==> src/design/dbg_pkg.sv <==
package dbg_pkg;

    // widths with a meaning
    typedef logic [7:0]  byte_t;        // one uart byte
    typedef logic [31:0] word_t;        // instruction, alu result, mem data
    typedef logic [7:0]  mem_addr_t;    // mem/wb data address
    typedef logic [18:0] ctrl_flags_t;  // control and forward flags

    // command bytes from the host
    localparam byte_t CMD_LOAD      = 8'h01;
    localparam byte_t CMD_DEBUG     = 8'h02;
    localparam byte_t CMD_RUN       = 8'h04;
    localparam byte_t CMD_STEP      = 8'h08;
    localparam byte_t CMD_END_DEBUG = 8'h10;

    localparam int INSTR_BYTES = 4;     // bytes per instruction word

    // snapshot layout, lsb group first
    localparam int SNAP_BYTES    = 12;
    localparam int SNAP_BITS     = SNAP_BYTES * 8;
    localparam int ALU_BITS      = 32;            // ex/mem group
    localparam int MEMWB_BITS    = 40;            // addr byte then mem data
    localparam int CTRL_PAD_BITS = 5;             // zero pad under the flags

    // mode fsm of the command decoder
    typedef enum logic [2:0] {
        IDLE,
        LOAD,
        RUN,
        DEBUG,
        DUMP
    } mode_state_e;

    // byte sender fsm
    typedef enum logic [1:0] {
        S_IDLE,
        S_SEND,
        S_WAIT
    } send_state_e;

endpackage

==> src/design/cmd_decoder.sv <==
`timescale 1ns/10ps

module cmd_decoder
    import dbg_pkg::*;
(
    input  logic  clk,
    input  logic  i_rst_n,
    input  logic  i_rx_done,      // one cycle strobe from uart rx
    input  byte_t i_rx_byte,
    input  logic  i_prog_end,     // pipeline reached end of program
    input  logic  i_load_halt,    // loader saw the halt word
    input  logic  i_dump_done,    // sender finished the snapshot
    output logic  o_load_en,
    output logic  o_load_begin,
    output logic  o_dump_req,
    output logic  o_run,
    output logic  o_step
);

    mode_state_e state;
    mode_state_e next_state;
    logic        debug_q;
    logic        next_debug;
    logic        step_go;
    logic        load_begin_q;
    logic        dump_req_q;
    logic        run_q;
    logic        step_q;

    always_comb begin
        next_state = state;
        next_debug = debug_q;
        step_go    = 1'b0;
        case (state)
            IDLE: begin
                if (i_rx_done) begin
                    case (i_rx_byte)
                        CMD_LOAD: next_state = LOAD;
                        CMD_DEBUG: begin
                            next_state = DEBUG;
                            next_debug = 1'b1;  // dumps come back here
                        end
                        CMD_RUN: begin
                            next_state = RUN;
                            next_debug = 1'b0;
                        end
                        default: next_state = IDLE;
                    endcase
                end
            end
            LOAD: begin
                if (i_load_halt) begin
                    next_state = IDLE;
                end
            end
            RUN: begin
                if (i_prog_end) begin
                    next_state = DUMP;
                end
            end
            DEBUG: begin
                if (i_rx_done) begin
                    case (i_rx_byte)
                        CMD_STEP: begin
                            next_state = DUMP;
                            step_go    = 1'b1;
                        end
                        CMD_END_DEBUG: begin
                            next_state = DUMP;   // last snapshot, then idle
                            next_debug = 1'b0;
                        end
                        default: next_state = DEBUG;
                    endcase
                end
            end
            DUMP: begin
                if (i_dump_done) begin
                    next_state = debug_q ? DEBUG : IDLE;
                end
            end
            default: next_state = IDLE;
        endcase
    end

    always_ff @(posedge clk or negedge i_rst_n) begin
        if (!i_rst_n) begin
            state        <= IDLE;
            debug_q      <= 1'b0;
            load_begin_q <= 1'b0;
            dump_req_q   <= 1'b0;
            run_q        <= 1'b0;
            step_q       <= 1'b0;
        end else begin
            state        <= next_state;
            debug_q      <= next_debug;
            load_begin_q <= (next_state == LOAD) && (state != LOAD);
            dump_req_q   <= (next_state == DUMP) && (state != DUMP);
            // run holds through debug and dump, drops with idle
            run_q        <= (next_state == RUN) || (next_state == DEBUG) ||
                            (next_state == DUMP);
            step_q       <= step_go;
        end
    end

    assign o_load_en    = (state == LOAD);
    assign o_load_begin = load_begin_q;
    assign o_dump_req   = dump_req_q;
    assign o_run        = run_q;
    assign o_step       = step_q;

    // a step is only issued for a step byte taken in debug mode
    a_step_from_debug: assert property (@(posedge clk) disable iff (!i_rst_n)
        $rose(o_step) |-> $past(state) == DEBUG)
        else $error("o_step rose outside debug mode");

endmodule

==> src/design/instr_loader.sv <==
`timescale 1ns/10ps

module instr_loader
    import dbg_pkg::*;
#(
    parameter word_t HALT_WORD = '1
) (
    input  logic  clk,
    input  logic  i_rst_n,
    input  logic  i_load_en,      // high for the whole load phase
    input  logic  i_load_begin,   // clears counter and address
    input  logic  i_rx_done,
    input  byte_t i_rx_byte,
    output word_t o_instr,
    output word_t o_instr_addr,
    output logic  o_instr_valid,
    output logic  o_load_halt
);

    word_t      word_q;
    word_t      word_next;
    logic [1:0] byte_cnt;
    logic       last_byte;
    word_t      addr_q;
    logic       valid_q;
    logic       halt_q;

    assign word_next = {word_q[23:0], i_rx_byte};   // msb arrives first
    assign last_byte = i_load_en && i_rx_done && (byte_cnt == 2'(INSTR_BYTES - 1));

    always_ff @(posedge clk) begin
        if (i_load_en && i_rx_done) begin
            word_q <= word_next;
        end
    end

    always_ff @(posedge clk or negedge i_rst_n) begin
        if (!i_rst_n) begin
            byte_cnt <= '0;
            addr_q   <= '0;
            valid_q  <= 1'b0;
            halt_q   <= 1'b0;
        end else begin
            valid_q <= last_byte && (word_next != HALT_WORD);
            halt_q  <= last_byte && (word_next == HALT_WORD);
            if (i_load_begin) begin
                byte_cnt <= '0;
                addr_q   <= '0;
            end else begin
                if (i_load_en && i_rx_done) begin
                    byte_cnt <= byte_cnt + 2'd1;   // wraps after the 4th byte
                end
                if (valid_q) begin
                    addr_q <= addr_q + word_t'(INSTR_BYTES);  // next slot
                end
            end
        end
    end

    assign o_instr       = word_q;
    assign o_instr_addr  = addr_q;
    assign o_instr_valid = valid_q;
    assign o_load_halt   = halt_q;

    // halt word must never reach instruction memory
    a_no_halt_write: assert property (@(posedge clk) disable iff (!i_rst_n)
        o_instr_valid |-> (o_instr != HALT_WORD))
        else $error("halt word presented as a valid instruction");

endmodule

==> src/design/snapshot_sender.sv <==
`timescale 1ns/10ps

module snapshot_sender
    import dbg_pkg::*;
(
    input  logic        clk,
    input  logic        i_rst_n,
    input  logic        i_dump_req,     // one cycle, capture and start
    input  logic        i_tx_done,      // uart tx finished a byte
    input  word_t       i_alu_result,
    input  word_t       i_mem_data,
    input  mem_addr_t   i_mem_addr,
    input  ctrl_flags_t i_ctrl_flags,
    output logic        o_tx_start,
    output byte_t       o_tx_byte,
    output logic        o_dump_done
);

    send_state_e          state;
    logic [SNAP_BITS-1:0] snap_q;
    logic [SNAP_BITS-1:0] snap_in;
    logic [3:0]           byte_idx;
    logic                 last_ack;
    logic                 done_q;

    // byte 0 is the alu lsb, control group ends up on top
    assign snap_in = {
        i_ctrl_flags,
        {CTRL_PAD_BITS{1'b0}},
        i_mem_data,
        i_mem_addr,
        i_alu_result
    };

    assign last_ack = (state == S_WAIT) && i_tx_done &&
                      (byte_idx == 4'(SNAP_BYTES - 1));

    always_ff @(posedge clk) begin
        if ((state == S_IDLE) && i_dump_req) begin
            snap_q <= snap_in;
        end
    end

    always_ff @(posedge clk or negedge i_rst_n) begin
        if (!i_rst_n) begin
            state    <= S_IDLE;
            byte_idx <= '0;
            done_q   <= 1'b0;
        end else begin
            done_q <= last_ack;
            case (state)
                S_IDLE: begin
                    if (i_dump_req) begin
                        byte_idx <= '0;
                        state    <= S_SEND;
                    end
                end
                S_SEND: begin
                    state <= S_WAIT;   // start lasts one cycle
                end
                S_WAIT: begin
                    if (i_tx_done) begin
                        if (last_ack) begin
                            state <= S_IDLE;
                        end else begin
                            byte_idx <= byte_idx + 4'd1;
                            state    <= S_SEND;
                        end
                    end
                end
                default: state <= S_IDLE;
            endcase
        end
    end

    assign o_tx_start  = (state == S_SEND);
    assign o_tx_byte   = snap_q[byte_idx*8 +: 8];   // held until next start
    assign o_dump_done = done_q;

    // one byte outstanding, so starts are always separated
    a_start_single: assert property (@(posedge clk) disable iff (!i_rst_n)
        o_tx_start |=> !o_tx_start)
        else $error("o_tx_start high on consecutive cycles");

endmodule

==> src/design/uart_debug_top.sv <==
`timescale 1ns/10ps

module uart_debug_top
    import dbg_pkg::*;
#(
    parameter word_t HALT_WORD = '1
) (
    input  logic        clk,
    input  logic        i_rst_n,
    input  logic        i_rx_done,
    input  byte_t       i_rx_byte,
    input  logic        i_tx_done,
    input  logic        i_prog_end,
    input  word_t       i_alu_result,
    input  word_t       i_mem_data,
    input  mem_addr_t   i_mem_addr,
    input  ctrl_flags_t i_ctrl_flags,
    output logic        o_tx_start,
    output byte_t       o_tx_byte,
    output word_t       o_instr,
    output word_t       o_instr_addr,
    output logic        o_instr_valid,
    output logic        o_run,
    output logic        o_step
);

    logic load_en;
    logic load_begin;
    logic load_halt;
    logic dump_req;
    logic dump_done;

    cmd_decoder u_decoder (
        .clk          (clk),
        .i_rst_n      (i_rst_n),
        .i_rx_done    (i_rx_done),
        .i_rx_byte    (i_rx_byte),
        .i_prog_end   (i_prog_end),
        .i_load_halt  (load_halt),
        .i_dump_done  (dump_done),
        .o_load_en    (load_en),
        .o_load_begin (load_begin),
        .o_dump_req   (dump_req),
        .o_run        (o_run),
        .o_step       (o_step)
    );

    instr_loader #(
        .HALT_WORD (HALT_WORD)
    ) u_loader (
        .clk           (clk),
        .i_rst_n       (i_rst_n),
        .i_load_en     (load_en),
        .i_load_begin  (load_begin),
        .i_rx_done     (i_rx_done),
        .i_rx_byte     (i_rx_byte),
        .o_instr       (o_instr),
        .o_instr_addr  (o_instr_addr),
        .o_instr_valid (o_instr_valid),
        .o_load_halt   (load_halt)
    );

    snapshot_sender u_sender (
        .clk          (clk),
        .i_rst_n      (i_rst_n),
        .i_dump_req   (dump_req),
        .i_tx_done    (i_tx_done),
        .i_alu_result (i_alu_result),
        .i_mem_data   (i_mem_data),
        .i_mem_addr   (i_mem_addr),
        .i_ctrl_flags (i_ctrl_flags),
        .o_tx_start   (o_tx_start),
        .o_tx_byte    (o_tx_byte),
        .o_dump_done  (dump_done)
    );

endmodule

==> config.mk <==
export PLATFORM = sky130hd
export DESIGN_NAME = uart_debug_top
export DESIGN_NICKNAME = d
export VERILOG_FILES = /design/src/design/dbg_pkg.sv /design/src/design/cmd_decoder.sv /design/src/design/instr_loader.sv /design/src/design/snapshot_sender.sv /design/src/design/uart_debug_top.sv
export SDC_FILE = /design/constraint.sdc
export NUM_CORES = 1
export LEC_CHECK = 0
export BUFFER_PORTS_ARGS = -buffer_cell sky130_fd_sc_hd__buf_4
export CAP_MARGIN = 20
export CORE_ASPECT_RATIO = 0.9
export CORE_MARGIN = 3
export CORE_UTILIZATION = 45
export CTS_CLUSTER_SIZE = 28
export DETAILED_ROUTE_END_ITERATION = 8
export GPL_TIMING_DRIVEN = 0
export HOLD_SLACK_MARGIN = 0.08
export PLACE_DENSITY_LB_ADDON = 0.2
export SYNTH_ARGS = -nofsm -noshare
export SYNTH_HDL_FRONTEND = slang
export SYNTH_SLANG_ARGS = --single-unit
==> constraint.sdc <==
create_clock -name clk -period 12.05 [get_ports clk]
set_clock_uncertainty 0.2 [all_clocks]
set_input_delay 0.6025 -clock clk [delete_from_list [all_inputs] [get_ports clk]]
set_output_delay 0.6025 -clock clk [all_outputs]
set_load 0.05 [all_outputs]
==> metrics, run 1 <==
status=finished, final reports clean; DIE AREA=17100 sq um; largest family of logic cells by synthesized area=simple AND/OR/NAND/NOR gates; largest net degree at the start of global routing=50; Commonest cells post-synth=123 x edfxtp_1, 49 x dfrtp_1, 34 x nor2_1; Syn Std Cell Area=7000 sq um; routed vias/inst=5.26; internal power=1060 uW; Syn. warnings=0; Slew Viols, Final=0; Total Wirelength=14.7 mm; Row Count=42; initial antenna violation count=0; GRT overflow=0; DR DRC count=0; r2r setup slk=9.72 ns; Crit path arrival time=2.71 ns; core area=15000 sq um; # port buffers=177; CTS tree=yes; combinational share of power=0.158; slew margin rel.=0.451; Tmin final=3.51 ns; initial core utilization=0.467; Synth Area per Inst=15.1 sq um; vias in the first global route=4574; Max Clk Rate=285 MHz; first-pass GRT wire length=23.3 mm; Tightest Pin Transition=0.823 ns; CTS root buffer=clkbuf_16; clock share of power=0.373; Synth top area share=0.528; CTS Buf Count=17; Critical Path RT=11.25 ns; DP HPWL=10.7 mm; Max IR drop VDD=0.128 mV; Starting DRT DRC Count=245; wire length per cell=16.8 microns; fraction of final layout cells sized beyond drive strength 1=0.372; DP Worst Slack=8.89 ns; CP Class=flip-flop to output port; Routed Antenna Nets=0; clock buffer depth=2; Top FF cell, synth=edfxtp_1; chip height=124 microns; Synth Instances=463; ANT cells=0; max-cap viol count=0; CTS Sinks=172; XOR/XNOR Fraction of Synth Area=0.0200; num ports=180; Layout Utilization=0.618; Pre-antenna DRT Iters=4; Switch Pwr=386 uW; # H-tree levels=4; EDFF count, synth=123; post-synthesis sequential area ratio=0.703; Synth area leader=edfxtp_1; Synth Area in Simple Gates=0.110; Post-synth ARST share=0.285; most frequent cell after synthesis=edfxtp_1; Switching Fraction=0.268; leakage=0.00364 uW; vias post-DR=4627; Filler cells=1173; endpoints failing setup=0; RSZ-0062 raised after global routing=false; TNS Setup=0 ns; Compound-Gate Fraction of Synth Area=0.0486; Worst Path Max Fanout=10; Synth Area in Adders=0.00536; sequential power share=0.469; Syn-to-layout area delta=32.3%; multiplexer share of the synthesized area=0.0907; Hold WC Path Type=primary input to flip-flop; Final Hold Viols=0; die width=137 microns; Netlist cell types=49; latest clock arrival within the worst-skew pair=0.42 ns; final worst path period share=0.291; Worst setup EP type=output port; CP Launch Type=flip-flop; Worst-path clk slew=0.07 ns; Tot GR Track Use=0.176; synth top area cells=edfxtp_1 53%, dfrtp_1 18%, mux4_2 6.1%; Fin Hold WS=0.158 ns; final setup margin=8.54 ns; routability cong.=0.835; FF+latch count, synth=172; Pwr per Cell Area=156 nW/um^2; nets@finish=775
[per-layer routing]
layer | up-vias | part of all wire | global-route usage
met1 | 2258 | 0.42 | 0.225
met4 | 0 | 0.014 | 0.0546
li1 | 2192 | - | -
met2 | 158 | 0.49 | 0.286
met3 | 19 | 0.075 | 0.0569
met5 | - | 0 | 0
[layout make-up]
class                           instances  area, sq um  share of cell area
Sequential cell                       172         4920               0.531
Multi-Input combinational cell        258         1930               0.209
Timing Repair Buffer                  185         1420               0.153
Clock buffer                           17          425              0.0460
Tap cell                              198          248              0.0268
Clock inverter                         15          159              0.0172
Buffer                                 21          106              0.0115
Inverter                               13         48.8             0.00527
[logic make-up after synthesis]
logic type      Yosys count
flops                   172
simple gates            139
compound gates           59
mux                      39
buf+inv                  34
xor+xnor                 16
fa+ha+maj                 3
other cells               1
[worst max-delay path: stages (launching register included)]
cell and delay [ns]:
dfrtp_1 0.35, clkbuf_1 0.37, buf_1 0.66, mux4_2 0.42
mux2i_1 0.15, o22ai_1 0.11, buf_4 0.22
[through the flow]
stage | std cells | instance area [sq um] | total power, uW
floorplan | 464 | 7000 | 834
global placement | 839 | 8580 | 915
detailed placement | 846 | 8660 | 920
CTS | 879 | 9260 | 1460
global route | 879 | 9260 | 1500
finish | 879 | 9260 | 1440
[cells in the final DEF, fill, tap and decap left out, types with 3 or more instances in the layout]
cell,instances
mux2_2,5
clkbuf_1,7
a21oi_1,23
nor2b_1,7
clkinvlp_4,4
nand3_1,9
dfrtp_1,49
buf_1,6
buf_2,3
o22ai_1,8
xnor2_1,8
nor2_1,34
inv_1,13
ha_1,3
clkbuf_16,17
mux2i_1,15
xor2_1,8
nand2_1,16
nand4_1,22
or3_1,14
o211ai_1,3
and4_1,3
o21ai_0,15
mux4_2,19
nand2b_1,3
edfxtp_1,123
buf_4,179
nor4_1,3
inv_6,4
buf_6,9
nor3_1,9
or4_1,4
[state kept, by name, summed over array words and instances (netlist names), 2 cells and up]
name and cells:
u_sender.snap_q 91, u_sender.state 2, u_sender.byte_idx 4, u_loader.o_instr 32, u_decoder.state 3, u_loader.o_instr_addr 30
u_loader.byte_cnt 2
[worst paths after layout]
| path | start | endpoint | cells after the start |
|---|---|---|---|
| min in group asynchronous | i_rst_n | u_loader.o_instr_addr[4]$_DFFE_PN0N_ | 2 |
| worst max register to register | u_loader.o_instr_addr[2]$_DFFE_PN0N_ | u_loader.o_instr_addr[22]$_DFFE_PN0N_ | 6 |
| max in group asynchronous | i_rst_n | u_sender.state[0]$_DFFE_PN0P_ | 2 |
| worst max-delay path | u_sender.byte_idx[1]$_DFFE_PN0P_ | o_tx_byte[7] | 6 |
| worst min-delay path | i_mem_data[10] | u_sender.snap_q[50]$_DFFE_PP_ | 1 |
| worst min register to register | u_loader.o_instr[14]$_DFFE_PP_ | u_loader.o_instr[22]$_DFFE_PP_ | 0 |
[power by group through the flow]
stage	logic (uW)	registers (uW)	clock network, uW
finish	228	677	539
global route	244	680	578
CTS	231	677	551
detailed placement	231	689	0
global placement	227	688	0
floorplan	100	734	0
[repair_timing]
action                    CTS  global route
gates resized for setup     0             0
hold endpoints to repair   49             0
buffers inserted            0             0
hold buffers                1             0
(Power assumes the default switching activity.)
==> inputs of run 2 (changes only) <==
Settings changed: ABC_AREA set to 1.
Clock period 12.05 ns to 3.6 ns, I/O delays scaled along.
==> run 2 against run 1 <==
Area after synthesis is 7.0% higher. Core utilization grew 4.6 points. Clock power rose to 3.5 times the previous value. Critical path depth grew 2. Cell count is 44% higher. Synthesized cell count increased by 61%. Wire length is 37% higher. Combinational power rose to 6.9 times the previous value. Register-to-register slack got worse by 8.3 ns. Via count increased by 38%. Worst hold slack worse by 0.037 ns. Critical path type unchanged. Largest power group unchanged.
==> metrics, run 2 <==
status=finished, final reports clean; final worst path period share=0.774; CTS Buf Count=17 (unchanged); DIE AREA=18200 sq um (+6.7%); EDFF count, synth=123 (unchanged); CP Class=flip-flop to output port; # port buffers=177 (unchanged); TNS Setup=0 ns (unchanged); Layout Utilization=0.664 (+0.0458); fraction of final layout cells sized beyond drive strength 1=0.221 (-0.151); Worst-path clk slew=0.07 ns (about the same); latest clock arrival within the worst-skew pair=0.42 ns (about the same); RSZ-0062 raised after global routing=false; wire length per cell=15.9 microns (-5.0%); clock buffer depth=2 (unchanged); Post-synth ARST share=0.285 (unchanged); placed inst area=9140 sq um (+5.5%); # H-tree levels=4 (unchanged); endpoints failing setup=0 (unchanged); Critical Path RT=3.22 ns (-8.03 ns); CP Launch Type=flip-flop; CP max-delay cell=clkbuf_1; Tot GR Track Use=0.226 (+0.0495); fin area=10800 sq um (+16%); Syn. warnings=0 (unchanged); Max Clk Rate=359 MHz; CP cell instances=buf_2 -> inv_2 -> clkbuf_1 -> o21ai_0 -> o211ai_1 -> nand3_1 -> nand2_1 -> buf_4; Max IR drop VDD=0.383 mV (+200%); nets@finish=1153 (+49%); Starting DRT DRC Count=505 (+110%); Pwr per Cell Area=552 nW/um^2 (+250%); leakage=0.00449 uW (+24%); Post-CTS Setup Bufs=0 (unchanged); initial core utilization=0.461 (-0.00600); max-cap viol count=0 (unchanged); routed vias/inst=5.05 (-4.1%); largest net degree at the start of global routing=59 (+18%); Netlist cell types=32 (-35%); Total Wirelength=20.2 mm (+37%); Tightest Pin Transition=0.716 ns (-0.107 ns); Synth Area per Inst=10.1 sq um (-33%); FF+latch count, synth=172 (unchanged); CTS Sinks=172 (unchanged); DP Worst Slack=1.29 ns (-7.60 ns); commonest non-fill, non-tap cell in the layout=buf_4; routability cong.=0.902 (+8.0%); CTS tree=yes; core area=16200 sq um (+8.4%); Top FF cell, synth=edfxtp_1; commonest non-fill, non-tap cells in the layout=179 x buf_4, 163 x nand2_1, 135 x nor2_1; CTS Hold Buffers Added=103 (+102); Row Count=44 (+4.8%); most frequent cell after synthesis=nand2_1; Synth area leader=edfxtp_1; Crit path arrival time=2.41 ns (-0.30 ns); Crit path largest cell delay=0.46 ns (-0.20 ns); chip height=128 microns (+3.3%); Post-CTS Resized=0 (unchanged); Syn Std Cell Area=7490 sq um (+7.0%); DR DRC count=0 (unchanged); Synth Instances=744 (+61%); Final Hold Viols=0 (unchanged); vias in the first global route=6412 (+40%); synth top area cells=edfxtp_1 49%, dfrtp_1 16%, nand2_1 8.2%; Worst setup EP type=output port; post-synthesis sequential area ratio=0.657 (-0.0463); die width=142 microns (+3.3%); first-pass GRT wire length=32.1 mm (+37%); Fin Hold WS=0.121 ns (-0.0368 ns); Syn-to-layout area delta=44.0%; Worst Path Max Fanout=10 (unchanged); Synth top area share=0.493 (-0.0347); DP HPWL=13.2 mm (+24%); num ports=180 (unchanged); crit-path leading delay family=buffers and inverters; Slew Viols, Final=0 (unchanged); Largest register FFs=91 (unchanged); CTS root buffer=clkbuf_16; slew margin rel.=0.522 (+0.0708); vias post-DR=6399 (+38%); Tmin final=2.79 ns; final setup margin=0.814 ns (-7.73 ns); Routed Antenna Nets=0 (unchanged); GRT overflow=0 (unchanged); CP Buf/Inv Count=4 (+1); Commonest cells post-synth=163 x nand2_1, 135 x nor2_1, 123 x edfxtp_1; Biggest register=u_sender.snap_q; Hold WC Path Type=primary input to async pin; Pre-antenna DRT Iters=5 (+1); initial antenna violation count=0 (unchanged)
[run 2: cell types whose count changed in the layout (fill, tap and decap cells not counted), moves of 8 or more]
cell / before / now
nand2_1: 16 / 163
dlygate4sd3_1: 1 / 103
nor2_1: 34 / 135
o21ai_0: 15 / 54
inv_1: 13 / 51
nand3_1: 9 / 36
mux4_2: 19 / 0
mux2i_1: 15 / 0
or3_1: 14 / 0
buf_6: 9 / 0
o211ai_1: 3 / 11
xnor2_1: 8 / 0
[run 2: path summary, 6_finish.rpt]
kind                                                  start                                    end  slack (ns)  cells after the start
max                        u_sender.byte_idx[0]$_DFFE_PN0P_                           o_tx_byte[3]        0.81                      8
min                                                 i_rst_n  u_loader.o_instr_addr[28]$_DFFE_PN0N_        0.12                      2
max reg2reg                    u_decoder.state[2]$_DFF_PN0_         u_loader.o_instr[30]$_DFFE_PP_        1.41                      4
min reg2reg                  u_loader.o_instr[11]$_DFFE_PP_         u_loader.o_instr[19]$_DFFE_PP_        0.28                      0
max in group asynchronous                           i_rst_n       u_sender.byte_idx[0]$_DFFE_PN0P_        2.64                      2
min in group clk                            i_alu_result[5]           u_sender.snap_q[5]$_DFFE_PP_        0.26                      2
[run 2: layer usage]
layer,global-route usage,up-vias,share of wire
met4,0.0705,0,0.018
met1,0.277,3004,0.40
met5,0,-,0
li1,-,3145,-
met3,0.0587,28,0.065
met2,0.392,222,0.51
[run 2: cells by family (layout without fill, tap and decap cells)]
logic type | Yosys count | after routing | share of synthesized area
compound gates | 104 | 104 | 0.0767
xor+xnor | 2 | 2 | 0.00234
simple gates | 382 | 382 | 0.217
flops | 172 | 172 | 0.657
fa+ha+maj | 3 | 3 | 0.00501
buf+inv | 80 | 394 | 0.0419
other cells | 1 | 3 | 0.000501
[run 2: metrics by stage]
step | std cells | total power, uW
floorplan | 745 | 3440
global placement | 1129 | 3950
detailed placement | 1131 | 3970
CTS | 1266 | 5960
global route | 1266 | 6210
finish | 1267 | 5950
[run 2: cell type report]
cell class,instances,area (sq um)
tap,207,259
buffer,21,92.6
inverter,59,224
antenna,1,2.50
clock buffer,19,433
clock inverter,13,176
multi-input combinational,493,2260
timing repair buffer,282,2410
sequential,172,4920
fill,1232,5460
[run 2: power breakdown]
group	leakage, uW	switching, uW	internal [uW]
registers	0.00179	88.0	2370
clock network	0.000294	803	1110
logic	0.00241	1070	503
total	0.00449	1960	3990
[run 2: worst register-to-register path, stage by stage (launching register included)]
cell and delay [ns]:
dfrtp_1 0.43, nor3_1 0.30, nand2_1 0.17, inv_1 0.56, buf_16 0.23
